===== src/cpu_bus_pkg.sv =====
// CPU bus package
// 68000 bus widths, the two mode register addresses on the word bus
// and the autovector levels of the video interrupts

package cpu_bus_pkg;

    // ==========================================================
    // Bus types
    // ==========================================================
    typedef logic [23:1] addr_t;  // Word address, A0 is implied by UDS/LDS
    typedef logic [15:0] word_t;
    typedef logic [2:0]  fc_t;

    // ==========================================================
    // Register map
    // ==========================================================
    localparam addr_t SYNC_MODE_ADDR  = 23'h7F_C105;  // FF820A
    localparam addr_t SHIFT_MODE_ADDR = 23'h7F_C130;  // FF8260

    // Autovector levels, compared against A3..A1 during IACK
    localparam logic [2:0] HBL_LEVEL = 3'd2;
    localparam logic [2:0] VBL_LEVEL = 3'd4;

endpackage


===== src/video_timing_pkg.sv =====
// Video timing package
// Counter types and the decode points of the sync, blank and
// display-enable generators, given in m2 periods or in lines

package video_timing_pkg;

    typedef logic [6:0] hcount_t;    // Horizontal sync counter
    typedef logic [9:0] vcount_t;    // Vertical sync counter
    typedef logic [7:0] hdecount_t;  // Horizontal DE counter
    typedef logic [9:0] vdecount_t;  // Vertical DE counter

    // ==========================================================
    // Sync counters
    // ==========================================================
    localparam hcount_t HCOUNT_LAST      = 7'd127;
    localparam hcount_t HLOAD_PAL        = 7'd1;    // 128 periods per line
    localparam hcount_t HLOAD_NTSC       = 7'd2;    // 127
    localparam hcount_t HLOAD_MONO       = 7'd73;   // 56
    localparam hcount_t HSYNC_SET_COLOUR = 7'd101;
    localparam hcount_t HSYNC_RES_COLOUR = 7'd111;
    localparam hcount_t HSYNC_SET_MONO   = 7'd121;
    localparam hcount_t HSYNC_RES_MONO   = 7'd127;

    localparam vcount_t VCOUNT_LAST      = 10'd511;
    localparam vcount_t VLOAD_PAL        = 10'd200;  // 313 lines
    localparam vcount_t VLOAD_NTSC       = 10'd250;  // 263 lines
    localparam vcount_t VLOAD_MONO       = 10'd12;
    localparam vcount_t VLOAD_MONO60     = 10'd939;
    localparam vcount_t VSYNC_SET_COLOUR = 10'd508;
    localparam vcount_t VSYNC_SET_MONO   = 10'd510;

    // ==========================================================
    // Display enable and blank
    // ==========================================================
    localparam hdecount_t HDE_SET_PAL  = 8'd12;
    localparam hdecount_t HDE_RES_PAL  = 8'd96;
    localparam hdecount_t HDE_SET_NTSC = 8'd11;
    localparam hdecount_t HDE_RES_NTSC = 8'd95;
    localparam hdecount_t HDE_SET_MONO = 8'd2;
    localparam hdecount_t HDE_RES_MONO = 8'd43;

    // Points where BLANK_N goes high and low again
    localparam hdecount_t HBLANK_SET_PAL  = 8'd9;
    localparam hdecount_t HBLANK_SET_NTSC = 8'd8;
    localparam hdecount_t HBLANK_RESET    = 8'd114;

    localparam vdecount_t VDE_SET_PAL    = 10'd62;
    localparam vdecount_t VDE_RES_PAL    = 10'd262;
    localparam vdecount_t VDE_SET_NTSC   = 10'd33;
    localparam vdecount_t VDE_RES_NTSC   = 10'd233;
    localparam vdecount_t VDE_SET_MONO   = 10'd35;
    localparam vdecount_t VDE_RES_MONO   = 10'd435;
    localparam vdecount_t VDE_SET_MONO60 = 10'd120;
    localparam vdecount_t VDE_RES_MONO60 = 10'd520;

    localparam vdecount_t VBLANK_SET_PAL  = 10'd24;
    localparam vdecount_t VBLANK_SET_NTSC = 10'd15;
    localparam vdecount_t VBLANK_RES_PAL  = 10'd307;
    localparam vdecount_t VBLANK_RES_NTSC = 10'd257;

endpackage


===== src/clock_enables.sv =====
// m2 clock enables
// Splits clk32 into the rising and falling phase enables of the
// 2 MHz pixel timing clock, one pulse each per M2_DIV cycles

`timescale 1ns/1ps

module clock_enables #(
    parameter int M2_DIV = 16
) (
    input  logic clk32,
    input  logic porb,
    output logic m2_en_p_o,
    output logic m2_en_n_o
);

    localparam int PW = $clog2(M2_DIV);

    logic [PW-1:0] phase;

    always_ff @(posedge clk32 or negedge porb) begin
        if (!porb) begin
            phase     <= '0;
            m2_en_p_o <= 1'b0;
            m2_en_n_o <= 1'b0;
        end else begin
            if (phase == PW'(M2_DIV - 1)) phase <= '0;
            else phase <= phase + 1'b1;
            m2_en_p_o <= (phase == PW'(M2_DIV - 1));     // End of period
            m2_en_n_o <= (phase == PW'(M2_DIV / 2 - 1)); // Half way
        end
    end

endmodule


===== src/bus_regs.sv =====
// CPU bus registers
// Decodes the sync mode and shifter mode registers for the 68000,
// answers with DTACK, and raises HBL/VBL on the sync rising edges.
// An autovector acknowledge answers with VPA and clears the request

`timescale 1ns/1ps

module bus_regs (
    input  logic                clk32,
    input  logic                porb,
    input  logic                as_n_i,
    input  logic                rw_i,
    input  logic                uds_n_i,
    input  cpu_bus_pkg::fc_t    fc_i,
    input  cpu_bus_pkg::addr_t  addr_i,
    input  cpu_bus_pkg::word_t  data_i,
    output cpu_bus_pkg::word_t  data_o,
    output logic                dtack_n_o,
    output logic                vpa_n_o,
    input  logic                mfpint_n_i,
    input  logic                hsync_n_i,
    input  logic                vsync_n_i,
    output logic                ipl1_n_o,
    output logic                ipl2_n_o,
    output logic                mde1_o,
    output logic                mde0_o,
    output logic                pal_o
);

    logic data_cyc, iack;
    logic sync_sel, mode_sel, wr_en;
    logic hbl_ack, vbl_ack;
    logic hsync_d, vsync_d;
    logic hbl_pend, vbl_pend;

    // ==========================================================
    // Cycle decode
    // ==========================================================
    assign data_cyc = !as_n_i && (fc_i != 3'd7);
    assign iack     = !as_n_i && (fc_i == 3'd7);
    assign sync_sel = data_cyc && (addr_i == cpu_bus_pkg::SYNC_MODE_ADDR);
    assign mode_sel = data_cyc && (addr_i == cpu_bus_pkg::SHIFT_MODE_ADDR);
    assign wr_en    = !rw_i && !uds_n_i;   // Both registers live in the upper byte

    assign hbl_ack = iack && (addr_i[3:1] == cpu_bus_pkg::HBL_LEVEL);
    assign vbl_ack = iack && (addr_i[3:1] == cpu_bus_pkg::VBL_LEVEL);

    assign dtack_n_o = !(sync_sel || mode_sel);
    assign vpa_n_o   = !(hbl_ack || vbl_ack);

    always_ff @(posedge clk32 or negedge porb) begin
        if (!porb) begin
            pal_o  <= 1'b0;
            mde1_o <= 1'b0;
            mde0_o <= 1'b0;
        end else begin
            if (sync_sel && wr_en) pal_o <= data_i[9];
            if (mode_sel && wr_en) {mde1_o, mde0_o} <= data_i[9:8];
        end
    end

    // Unused bits float high on the real bus
    always_comb begin
        data_o = '1;
        if (rw_i && sync_sel) data_o[9:8] = {pal_o, 1'b0};
        if (rw_i && mode_sel) data_o[9:8] = {mde1_o, mde0_o};
    end

    // ==========================================================
    // HBL and VBL requests
    // ==========================================================
    always_ff @(posedge clk32 or negedge porb) begin
        if (!porb) begin
            hsync_d  <= 1'b1;
            vsync_d  <= 1'b1;
            hbl_pend <= 1'b0;
            vbl_pend <= 1'b0;
        end else begin
            hsync_d <= hsync_n_i;
            vsync_d <= vsync_n_i;
            if (hbl_ack) hbl_pend <= 1'b0;          // Acknowledge wins
            else if (hsync_n_i && !hsync_d) hbl_pend <= 1'b1;
            if (vbl_ack) vbl_pend <= 1'b0;
            else if (vsync_n_i && !vsync_d) vbl_pend <= 1'b1;
        end
    end

    // VBL is level 4, HBL level 2, MFP pulls all lines to level 6
    assign ipl2_n_o = mfpint_n_i && !vbl_pend;
    assign ipl1_n_o = mfpint_n_i && (!hbl_pend || vbl_pend);

endmodule


===== src/hsync_gen.sv =====
// Horizontal sync generator
// 7-bit counter on the m2 rising enable, reloaded twice at the end
// of the line with a mode value that sets the line length

`timescale 1ns/1ps

module hsync_gen (
    input  logic clk32,
    input  logic porb,
    input  logic m2_en_p_i,
    input  logic mde1_i,
    input  logic pal_i,
    output logic hsync_n_o,
    output logic hsync_start_o,
    output logic line_end_o,
    output logic vert_en_o
);

    video_timing_pkg::hcount_t hsc, load_val, sync_set, sync_res;
    logic                      hsc_load;   // Second reload pending

    assign load_val = mde1_i ? video_timing_pkg::HLOAD_MONO :
                      pal_i  ? video_timing_pkg::HLOAD_PAL : video_timing_pkg::HLOAD_NTSC;
    assign sync_set = mde1_i ? video_timing_pkg::HSYNC_SET_MONO
                             : video_timing_pkg::HSYNC_SET_COLOUR;
    assign sync_res = mde1_i ? video_timing_pkg::HSYNC_RES_MONO
                             : video_timing_pkg::HSYNC_RES_COLOUR;

    assign hsync_start_o = m2_en_p_i && (hsc == sync_set);
    assign line_end_o    = m2_en_p_i && (hsc == sync_res);
    assign vert_en_o     = m2_en_p_i && hsc_load;   // One per line

    always_ff @(posedge clk32 or negedge porb) begin
        if (!porb) begin
            hsc       <= '0;
            hsc_load  <= 1'b0;
            hsync_n_o <= 1'b1;
        end else if (m2_en_p_i) begin
            if (hsc == video_timing_pkg::HCOUNT_LAST || hsc_load) begin
                hsc      <= load_val;
                hsc_load <= !hsc_load;
            end else begin
                hsc <= hsc + 1'b1;
            end
            if (hsc == sync_set) hsync_n_o <= 1'b0;
            else if (hsc == sync_res) hsync_n_o <= 1'b1;
        end
    end

endmodule


===== src/vsync_gen.sv =====
// Vertical sync generator
// Line counter with the STE double reload, so a mode change made
// after the first reload still sets the length of the next frame

`timescale 1ns/1ps

module vsync_gen (
    input  logic clk32,
    input  logic porb,
    input  logic vert_en_i,
    input  logic mde1_i,
    input  logic pal_i,
    input  logic mde60_i,
    output logic vsync_n_o,
    output logic frame_start_o
);

    video_timing_pkg::vcount_t vsc, load_val, sync_set;
    logic                      vsc_load;

    always_comb begin
        if (mde1_i)
            load_val = mde60_i ? video_timing_pkg::VLOAD_MONO60 : video_timing_pkg::VLOAD_MONO;
        else
            load_val = pal_i ? video_timing_pkg::VLOAD_PAL : video_timing_pkg::VLOAD_NTSC;
    end

    assign sync_set = mde1_i ? video_timing_pkg::VSYNC_SET_MONO
                             : video_timing_pkg::VSYNC_SET_COLOUR;

    assign frame_start_o = vert_en_i && (vsc == sync_set);

    always_ff @(posedge clk32 or negedge porb) begin
        if (!porb) begin
            vsc       <= '0;
            vsc_load  <= 1'b1;   // Take a valid count on the first line
            vsync_n_o <= 1'b1;
        end else if (vert_en_i) begin
            if (vsc == video_timing_pkg::VCOUNT_LAST || vsc_load) begin
                vsc      <= load_val;
                vsc_load <= !vsc_load;
                if (vsc_load) vsync_n_o <= 1'b1;   // VSYNC ends with the second reload
            end else begin
                vsc <= vsc + 1'b1;
                if (vsc == sync_set) vsync_n_o <= 1'b0;
            end
        end
    end

endmodule


===== src/de_gen.sv =====
// Display enable and blank generator
// Counts m2 periods from HSYNC and lines from VSYNC to frame the
// active window and the blanking, then registers DE and BLANK_N

`timescale 1ns/1ps

module de_gen (
    input  logic clk32,
    input  logic porb,
    input  logic m2_en_p_i,
    input  logic m2_en_n_i,
    input  logic hsync_start_i,
    input  logic line_end_i,
    input  logic frame_start_i,
    input  logic mde1_i,
    input  logic mde0_i,
    input  logic pal_i,
    input  logic mde60_i,
    output logic de_o,
    output logic blank_n_o
);

    video_timing_pkg::hdecount_t hdec, hde_set, hde_res, hblank_set;
    video_timing_pkg::vdecount_t vdec, vde_set, vde_res, vblank_set, vblank_res;
    logic                        hde, vde, hblank_n, vblank_n;

    // ==========================================================
    // Decode points of the current mode
    // ==========================================================
    always_comb begin
        if (mde1_i) begin
            hde_set = video_timing_pkg::HDE_SET_MONO;
            hde_res = video_timing_pkg::HDE_RES_MONO;
            vde_set = mde60_i ? video_timing_pkg::VDE_SET_MONO60
                              : video_timing_pkg::VDE_SET_MONO;
            vde_res = mde60_i ? video_timing_pkg::VDE_RES_MONO60
                              : video_timing_pkg::VDE_RES_MONO;
        end else if (pal_i) begin
            hde_set = video_timing_pkg::HDE_SET_PAL;
            hde_res = video_timing_pkg::HDE_RES_PAL;
            vde_set = video_timing_pkg::VDE_SET_PAL;
            vde_res = video_timing_pkg::VDE_RES_PAL;
        end else begin
            hde_set = video_timing_pkg::HDE_SET_NTSC;
            hde_res = video_timing_pkg::HDE_RES_NTSC;
            vde_set = video_timing_pkg::VDE_SET_NTSC;
            vde_res = video_timing_pkg::VDE_RES_NTSC;
        end
        if (mde0_i) hde_set = hde_set + 8'd2;   // Medium resolution starts later
    end

    assign hblank_set = pal_i ? video_timing_pkg::HBLANK_SET_PAL
                              : video_timing_pkg::HBLANK_SET_NTSC;
    assign vblank_set = pal_i ? video_timing_pkg::VBLANK_SET_PAL
                              : video_timing_pkg::VBLANK_SET_NTSC;
    assign vblank_res = pal_i ? video_timing_pkg::VBLANK_RES_PAL
                              : video_timing_pkg::VBLANK_RES_NTSC;

    assign hde      = (hdec >= hde_set) && (hdec < hde_res);
    assign vde      = (vdec >= vde_set) && (vdec < vde_res);
    assign hblank_n = (hdec >= hblank_set) && (hdec < video_timing_pkg::HBLANK_RESET);
    assign vblank_n = (vdec >= vblank_set) && (vdec < vblank_res);

    // ==========================================================
    // Counters and output register
    // ==========================================================
    always_ff @(posedge clk32 or negedge porb) begin
        if (!porb) begin
            hdec <= '0;
            vdec <= '0;
        end else begin
            if (hsync_start_i) hdec <= '0;
            else if (m2_en_n_i) hdec <= hdec + 1'b1;
            if (frame_start_i) vdec <= '0;
            else if (line_end_i) vdec <= vdec + 1'b1;
        end
    end

    always_ff @(posedge clk32 or negedge porb) begin
        if (!porb) begin
            de_o      <= 1'b1;
            blank_n_o <= 1'b1;
        end else if (m2_en_p_i) begin
            de_o      <= hde && vde;
            blank_n_o <= mde1_i || (hblank_n && vblank_n);   // Mono monitor has no blanking
        end
    end

endmodule


===== src/gstmcu_video.sv =====
// GSTMCU video timing top level
// 68000 register front end, m2 enables, horizontal and vertical
// sync, display enable and blank, and the HBL/VBL interrupts

`timescale 1ns/1ps

module gstmcu_video #(
    parameter int M2_DIV = 16
) (
    input  logic                clk32,
    input  logic                porb,
    input  logic                as_n_i,
    input  logic                rw_i,
    input  logic                uds_n_i,
    input  cpu_bus_pkg::fc_t    fc_i,
    input  cpu_bus_pkg::addr_t  addr_i,
    input  cpu_bus_pkg::word_t  data_i,
    output cpu_bus_pkg::word_t  data_o,
    output logic                dtack_n_o,
    output logic                vpa_n_o,
    input  logic                mfpint_n_i,
    input  logic                mde60_i,
    output logic                ipl1_n_o,
    output logic                ipl2_n_o,
    output logic                hsync_n_o,
    output logic                vsync_n_o,
    output logic                de_o,
    output logic                blank_n_o,
    output logic                pal_o
);

    logic m2_en_p, m2_en_n;
    logic mde1, mde0;
    logic hsync_start, line_end, vert_en, frame_start;

    clock_enables #(.M2_DIV(M2_DIV)) clock_enables_i (
        .clk32(clk32), .porb(porb), .m2_en_p_o(m2_en_p), .m2_en_n_o(m2_en_n)
    );

    bus_regs bus_regs_i (
        .clk32(clk32), .porb(porb),
        .as_n_i(as_n_i), .rw_i(rw_i), .uds_n_i(uds_n_i), .fc_i(fc_i),
        .addr_i(addr_i), .data_i(data_i), .data_o(data_o),
        .dtack_n_o(dtack_n_o), .vpa_n_o(vpa_n_o), .mfpint_n_i(mfpint_n_i),
        .hsync_n_i(hsync_n_o), .vsync_n_i(vsync_n_o),
        .ipl1_n_o(ipl1_n_o), .ipl2_n_o(ipl2_n_o),
        .mde1_o(mde1), .mde0_o(mde0), .pal_o(pal_o)
    );

    hsync_gen hsync_gen_i (
        .clk32(clk32), .porb(porb), .m2_en_p_i(m2_en_p),
        .mde1_i(mde1), .pal_i(pal_o),
        .hsync_n_o(hsync_n_o), .hsync_start_o(hsync_start),
        .line_end_o(line_end), .vert_en_o(vert_en)
    );

    vsync_gen vsync_gen_i (
        .clk32(clk32), .porb(porb), .vert_en_i(vert_en),
        .mde1_i(mde1), .pal_i(pal_o), .mde60_i(mde60_i),
        .vsync_n_o(vsync_n_o), .frame_start_o(frame_start)
    );

    de_gen de_gen_i (
        .clk32(clk32), .porb(porb), .m2_en_p_i(m2_en_p), .m2_en_n_i(m2_en_n),
        .hsync_start_i(hsync_start), .line_end_i(line_end),
        .frame_start_i(frame_start),
        .mde1_i(mde1), .mde0_i(mde0), .pal_i(pal_o), .mde60_i(mde60_i),
        .de_o(de_o), .blank_n_o(blank_n_o)
    );

endmodule


===== config.mk =====
export PLATFORM = sky130hd
export DESIGN_NAME = gstmcu_video
export DESIGN_NICKNAME = d
export VERILOG_FILES = /design/src/cpu_bus_pkg.sv /design/src/video_timing_pkg.sv /design/src/clock_enables.sv /design/src/bus_regs.sv /design/src/hsync_gen.sv /design/src/vsync_gen.sv /design/src/de_gen.sv /design/src/gstmcu_video.sv
export SDC_FILE = /design/constraint.sdc
export NUM_CORES = 1
export LEC_CHECK = 0
export BUFFER_PORTS_ARGS = -buffer_cell sky130_fd_sc_hd__buf_2
export CELL_PAD_IN_SITES_DETAIL_PLACEMENT = 0
export CELL_PAD_IN_SITES_GLOBAL_PLACEMENT = 1
export CORE_ASPECT_RATIO = 1.1
export CORE_MARGIN = 8
export CORE_UTILIZATION = 38
export DETAILED_ROUTE_END_ITERATION = 8
export HOLD_SLACK_MARGIN = 0.02
export PLACE_DENSITY_LB_ADDON = 0.1
export SETUP_SLACK_MARGIN = 0.2
export SYNTH_ARGS = -nofsm -noshare
export SYNTH_HDL_FRONTEND = slang
export SYNTH_SLANG_ARGS = --single-unit

===== constraint.sdc =====
create_clock -name clk32 -period 2.35 [get_ports clk32]
set_input_delay 0.3525 -clock clk32 [delete_from_list [all_inputs] [get_ports clk32]]
set_output_delay 0.3525 -clock clk32 [all_outputs]
set_load 0.01 [all_outputs]

==> impl_results.md, run 1 <==
* Max H-tree Level at 2
* Yosys Warn Count at 0
* Cells after Synth at 421
* Worst vdd ir at approximately 0.00019 V
* Setup Skew at between 8 and 9 ps
* Die Area at about 13000 um2
* WS Path Type: flip-flop to flip-flop
* Die Span X at between 100 and 150 um
* Clock power frac at 0.335
* Number of remaining DRC errors at 0
* CP max FO at 6
* Mux contribution to synthesized area at 0.0204
* Top FF cell, synth: dfrtp_1
* Largest net degree at the start of global routing at 55
* MaxCap Viol Count at 0
* RSZ-0062 raised after global routing: false
* Period utilization at 0.882
* Clock slew at reported path FFs at 100 ps
* Cell Rows at 38
* Synth Area in Simple Gates at 0.219
* Commonest non-fill, non-tap cell in the layout: nor2_1
* Via/cell ratio at 5.36
* Static Leak at 2.03 nW
* Most frequent cells in the layout: nor2_1 (50), dfrtp_1 (45), buf_2 (45)
* # diodes at 0
* Startpoint Class: flip-flop
* Final Util at 0.456
* #FFs+latches synth at 54
* Via count at 3256
* CORE AREA at slightly below 10000 um2
* Pint at 1.18 mW
* Port Buffers at 45
* Measured slew at the worst slew-check pin at a little over 700 ps
* Unique masters post-synth at 65
* Metal2 WL at around 4600 um
* Adder-cell share of the synthesized area at 0.127
* Final Critical Period at 2070 ps
* Initial antenna violation count at 0
* Sequential share of the synthesized area at 0.363
* Filler cells at 967
* Worst Path Required at between 2000 and 3000 ps
* Met3 Wirelength at between 300 and 400 um
* Initial Util at 0.385
* Largest family of logic cells by synthesized area: simple AND/OR/NAND/NOR gates
* Achievable frequency at ~0.48 GHz
* First-pass GRT wire length at 16400 um
* Finish-stage setup viols at 0
* CTS root buf: clkbuf_8
* Top layer in use: met4
* Complex-gate fraction of the synthesized area at 0.164
* Final hold slack at around 160 ps
* Syn Area/Cell at 8.91 um2
* Worst EP arrival at 2320 ps
* CP Capture Type: flip-flop
* Final wirelength at roughly 9700 um
* Cell area power density at roughly 350 nW/um2
* DRT antenna net count at 0
* Xor/xnor share of the synthesized area at 0.0444
* Pre-antenna DRT Iters at 4
* Sw frac at 0.234
* Switching power at approximately 0.36 mW
* Worst relative slew slack at 0.520
* Area fraction of the dominant cell type after synthesis at 0.314
* Hold Path Class: input pin to asynchronous set/reset pin
* Total gr overflow at 0
* FFs w/ async S/R, synth at 1.00
* CTS Sinks at between 50 and 60
* FF/Latch Area at between 1000 and 1500 um2
* Met1 wire length at 4610 um
* CTS tree: yes
* Mapped cell area at around 3700 um2
* Vias in the first global route at around 3300
* Leading area contributor after synthesis: dfrtp_1
* Final Hold Viols at 0
* Share of cells above drive strength 1 at 0.252
* DIE HEIGHT at 120 um
* Sequential power share at 0.609
* Multi-input combinational cell area at 2350 um2
* Max Transition Viols Final at 0
* Total I/O pin count at 74
* TritonCTS buffer count at 5
* Final net count at 574
* Clk_lat worst skew at 310 ps
* Outcome: complete, no violations
* Gr usage total at 0.147
* DP HPWL at 7390 um
* Synth area leaders: dfrtp_1 (31%), ha_1 (13%), nor2_1 (5.1%), dfstp_2 (4.9%), o21ai_0 (3.6%)
* Area delta synth->final at 18.6%
* CTS Hold Buffers Added at 0
* Clock buffer depth at 2
* First-iteration detailed-routing DRC count at around 140
* Final Wtd Congestion at ~0.81
* WL per Instance at 15.9 um
* Post-synth EDFFs at 0
* Logic pwr share at 0.056
-- power by group through the flow --
stage,registers (mW),clock network [mW],logic (mW)
5_1_grt,0.942,0.588,0.0998
3_5_place_dp,0.958,0,0.0873
4_1_cts,0.940,0.559,0.0875
2_1_floorplan,0.957,0,0.0462
6_report,0.940,0.516,0.0865
3_3_place_gp,0.958,0,0.0863
-- state kept, by name (all words and copies together) (netlist names) --
name	count
vsync_gen_i.vsync_n_o	1
clock_enables_i.phase	4
de_gen_i.de_o	1
clock_enables_i.m2_en_n_o	1
de_gen_i.blank_n_o	1
hsync_gen_i.hsc_load	1
bus_regs_i.pal_o	1
hsync_gen_i.hsync_n_o	1
bus_regs_i.hsync_d	1
clock_enables_i.m2_en_p_o	1
bus_regs_i.mde0_o	1
bus_regs_i.hbl_pend	1
vsync_gen_i.vsc_load	1
de_gen_i.hdec	8
vsync_gen_i.vsc	10
de_gen_i.vdec	10
hsync_gen_i.hsc	7
bus_regs_i.vsync_d	1
bus_regs_i.vbl_pend	1
bus_regs_i.mde1_o	1
-- critical path, stage by stage (launching register included) --
cell and delay [ps]:
dfrtp_2 500, ha_1 310, or4b_1 490, a2111oi_2 430, o41a_1 220, a21oi_1 70
-- final timing paths --
path,slack (ps),from,cells past startpoint,to
setup / recovery,280,bus_regs_i.pal_o$_DFFE_PN0P_,5,de_gen_i.blank_n_o$_DFFE_PN1P_
hold / removal,160,porb,2,de_gen_i.hdec[4]$_DFFE_PN0P_
setup reg to reg,280,bus_regs_i.pal_o$_DFFE_PN0P_,5,de_gen_i.blank_n_o$_DFFE_PN1P_
hold reg to reg,390,hsync_gen_i.hsync_n_o$_DFFE_PN1P_,0,bus_regs_i.hsync_d$_DFF_PN1_
max in group asynchronous,1690,porb,2,bus_regs_i.pal_o$_DFFE_PN0P_
min in group clk32,280,data_i[8],2,bus_regs_i.mde0_o$_DFFE_PN0P_
-- logic make-up after synthesis --
logic type	after synthesis
buf+inv	45
compound gates	94
mux	7
fa+ha+maj	38
xor+xnor	19
other cells	1
simple gates	163
flops	54
-- layer usage --
| metal | vias to the layer above | global-route usage |
|---|---|---|
| li1 | 1634 | - |
| met1 | 1565 | 0.185 |
| met2 | 50 | 0.251 |
| met3 | 7 | 0.0297 |
| met4 | 0 | 0.0397 |
| met5 | - | 0 |
-- through the flow --
stage | cells | setup TNS, ps | power [mW] | setup slack, ps | cell area [um2]
finish | 608 | 0 | 1.54 | 277 | 4450
global route | 608 | 0 | 1.63 | 200 | 4450
CTS | 605 | 0 | 1.59 | 197 | 4290
detailed placement | 596 | -51.4 | 1.05 | -51.4 | 4190
global placement | 596 | 0 | 1.04 | 15.5 | 4190
floorplan | 434 | 0 | 1.00 | 230 | 3800
-- synth_stat cells, types with 7 or more instances --
| master | count |
|---|---|
| nand3_1 | 18 |
| nor3_1 | 9 |
| nand2_1 | 34 |
| and3_1 | 9 |
| nor2_1 | 51 |
| buf_4 | 14 |
| dfrtp_1 | 47 |
| ha_1 | 38 |
| dfstp_2 | 7 |
| clkbuf_1 | 7 |
| xor2_1 | 15 |
| nand4_1 | 12 |
| a21oi_1 | 26 |
| o21ai_0 | 27 |
| inv_1 | 19 |
-- final cells by class --
class	instances	area share
Multi-Input combinational cell	335	0.528
Inverter	19	0.0160
Tap cell	120	0.0338
Sequential cell	54	0.307
Clock buffer	8	0.0180
Timing Repair Buffer	72	0.0979
-- repair_timing --
action | in CTS | in global routing
endpoints found under the hold margin | 0 | 0
pin swaps | 0 | 8
resized for setup | 8 | 29
setup endpoints to repair | 2 | 2
setup buffers | 1 | 3
(Power assumes the default switching activity.)
==> run 2, diff against run 1 <==
Settings changed: CORE_MARGIN 8 to unset.
==> run 2 against run 1 <==
Worst setup slack worse by 3.8 ps. Count of clock-buffer cells in the layout unchanged. Register-to-register slack about the same. Critical path depth up 4. Clock skew increased by 1.4 ps. Critical endpoint is now de_gen_i.de_o$_DFFE_PN1P_. Highest routed layer unchanged.
==> impl_results.md, run 2 (synthesis results as in run 1) <==
* DRT antenna net count at 0 (unchanged)
* Max H-tree Level at 2 (unchanged)
* Achievable frequency at 0.482 GHz (about the same)
* Number of remaining DRC errors at 0 (unchanged)
* DP HPWL at 6810 um (was 7390 um)
* Final hold slack at 160 ps (was 159 ps)
* Worst Path Required at 2570 ps (was 2600 ps)
* Period utilization at 0.884 (was 0.882)
* Post-placement setup slack at 106 ps (was -51.4 ps)
* Final wirelength at 8950 um (was 9680 um)
* Top Registers: de_gen_i.vdec (10), vsync_gen_i.vsc (10), de_gen_i.hdec (8) (unchanged)
* CTS root buf: clkbuf_8 (unchanged)
* RSZ-0062 raised after global routing: true (was false)
* Crit. Startpoint: bus_regs_i.mde1_o$_DFFE_PN0P_ (was bus_regs_i.pal_o$_DFFE_PN0P_)
* Worst relative slew slack at 0.531 (was 0.520)
* CP Capture Type: flip-flop (unchanged)
* CP top delay family: compound AO/OA/AOI/OAI gates (unchanged)
* Worst EP arrival at 2290 ps (was 2320 ps)
* Clock buffer depth at 2 (unchanged)
* GR Layer Usage met2 at 0.311 (was 0.251)
* Static Leak at 2.02 nW (was 2.03 nW)
* CTS Sinks at 54 (unchanged)
* Slowest stage delay, CP at 480 ps (was 500 ps)
* TritonCTS buffer count at 5 (unchanged)
* Area delta synth->final at 16.6% (was 18.6%)
* First-pass GRT wire length at 15100 um (was 16400 um)
* WS Path Type: flip-flop to flip-flop (unchanged)
* Port Buffers at 45 (unchanged)
* Total I/O pin count at 74 (unchanged)
* Largest net degree at the start of global routing at 55 (unchanged)
* CTS Hold Buffers Added at 0 (unchanged)
* RR Endpoint: de_gen_i.de_o$_DFFE_PN1P_ (was de_gen_i.blank_n_o$_DFFE_PN1P_)
* Final Critical Period at 2080 ps (was 2070 ps)
* Hold Path Class: input pin to asynchronous set/reset pin (unchanged)
* Clock slew at reported path FFs at 100 ps (about the same)
* Initial antenna violation count at 0 (unchanged)
* Cell area power density at 353 nW/um2 (was 347 nW/um2)
* Clk_lat worst skew at 310 ps (about the same)
* Die Span X at 96.7 um (was 111 um)
* Total gr overflow at 0 (unchanged)
* WP buf/inv at 1 (was 0)
* DIE HEIGHT at 106 um (was 120 um)
* WL per Instance at 14.8 um (was 15.9 um)
* Share of cells above drive strength 1 at 0.240 (was 0.252)
* # diodes at 0 (unchanged)
* Outcome: complete, no violations (unchanged)
* Startpoint Class: flip-flop (unchanged)
* Final Hold Viols at 0 (unchanged)
* Met3 usage at 0.0224 (was 0.0297)
* Busiest grt layer: met2 (unchanged)
* Initial Util at 0.395 (was 0.385)
* Total Neg Setup Slack at 0 ps (unchanged)
* Final Wtd Congestion at 0.787 (was 0.808)
* M1 GR Usage at 0.244 (was 0.185)
* Gr usage total at 0.180 (was 0.147)
* Critical path endpoint: de_gen_i.de_o$_DFFE_PN1P_ (was de_gen_i.blank_n_o$_DFFE_PN1P_)
* Max Transition Viols Final at 0 (unchanged)
* Measured slew at the worst slew-check pin at 703 ps (was 720 ps)
* Reg-to-reg slack, setup at 270 ps (was 280 ps)
* Worst path slowest cell: dfrtp_2 (unchanged)
* CORE AREA at 9490 um2 (was 9750 um2)
* First-iteration detailed-routing DRC count at 176 (was 138)
* Vias in the first global route at 3078 (was 3312)
* Commonest non-fill, non-tap cell in the layout: nor2_1 (unchanged)
* Reg2reg start: bus_regs_i.mde1_o$_DFFE_PN0P_ (was bus_regs_i.pal_o$_DFFE_PN0P_)
* Via count at 3243 (was 3256)
* Pre-antenna DRT Iters at 4 (unchanged)
* Worst vdd ir at 0.000227 V (was 0.000187 V)
* Setup WS post-layout at 273 ps (was 277 ps)
* Most frequent cells in the layout: nor2_1 (51), dfrtp_1 (45), buf_2 (45) (was nor2_1 (50), dfrtp_1 (45), buf_2 (45))
* Final net count at 574 (unchanged)
* Crit-path cells: nand2b_4 > inv_2 > ha_4 > a21oi_2 > ha_2 > o21ai_2 > o21ai_1 > o2111ai_1 > o32ai_1 (was ha_1 > or4b_1 > a2111oi_2 > o41a_1 > a21oi_1)
* Total power at 1.54 mW (about the same)
* Finish-stage setup viols at 0 (unchanged)
* Cell Rows at 37 (was 38)
* MaxCap Viol Count at 0 (unchanged)
* CP max FO at 7 (was 6)
* CTS tree: yes (unchanged)
* Via/cell ratio at 5.36 (about the same)
* CP Depth at 9 (was 5)
* Setup Skew at 9.45 ps (was 8.02 ps)
* R2R cell count at 9 (was 5)
* Die Area at 10300 um2 (was 13300 um2)
* Final Util at 0.461 (was 0.456)
run 2: cell counts in the layout (fill, tap and decap cells not counted):
No cell type changed its count.
run 2: final cells by class:
cell class / count / area [um2]
multi-input cells: 335 / 2280
clock buffers: 8 / 80.1
inverters: 19 / 71.3
repair buffers: 72 / 432
flip-flops and latches: 54 / 1360
well taps: 117 / 146
fillers: 934 / 5120
run 2: worst min-delay path by stage:
stage | endpoint | slack, ps | from
4_1_cts | bus_regs_i.mde0_o$_DFFE_PN0P_ | 190 | porb
3_5_place_dp | bus_regs_i.hsync_d$_DFF_PN1_ | 380 | hsync_gen_i.hsync_n_o$_DFFE_PN1P_
2_1_floorplan | bus_regs_i.hbl_pend$_DFFE_PN0P_ | 60 | porb
3_3_place_gp | bus_regs_i.hsync_d$_DFF_PN1_ | 380 | hsync_gen_i.hsync_n_o$_DFFE_PN1P_
5_1_grt | de_gen_i.hdec[2]$_DFFE_PN0P_ | 240 | porb
6_report | de_gen_i.hdec[3]$_DFFE_PN0P_ | 160 | porb
run 2: what timing repair did:
| action | 4_1_cts | 5_1_grt |
|---|---|---|
| resized for setup | 10 | 16 |
| pin swaps | 0 | 7 |
| setup buffers | 0 | 2 |
| cloned | 0 | 0 |
| endpoints found under the setup margin | 2 | 3 |
run 2: where the power goes:
part	internal [mW]	switching (mW)	total (mW)
registers	0.936	0.00408	0.940
clock network	0.213	0.304	0.517
logic	0.0330	0.0520	0.0849
total	1.18	0.360	1.54
run 2: metrics by stage:
step,instances,area (um2)
6_report,605,4370
5_1_grt,605,4370
4_1_cts,603,4310
3_5_place_dp,595,4200
3_3_place_gp,595,4200
2_1_floorplan,434,3800
run 2: per-layer routing:
layer  routed length, um  share of wire
met5                   0              0
met2                4320           0.48
met1                4330           0.48
met3                 273          0.030
met4                  35         0.0039
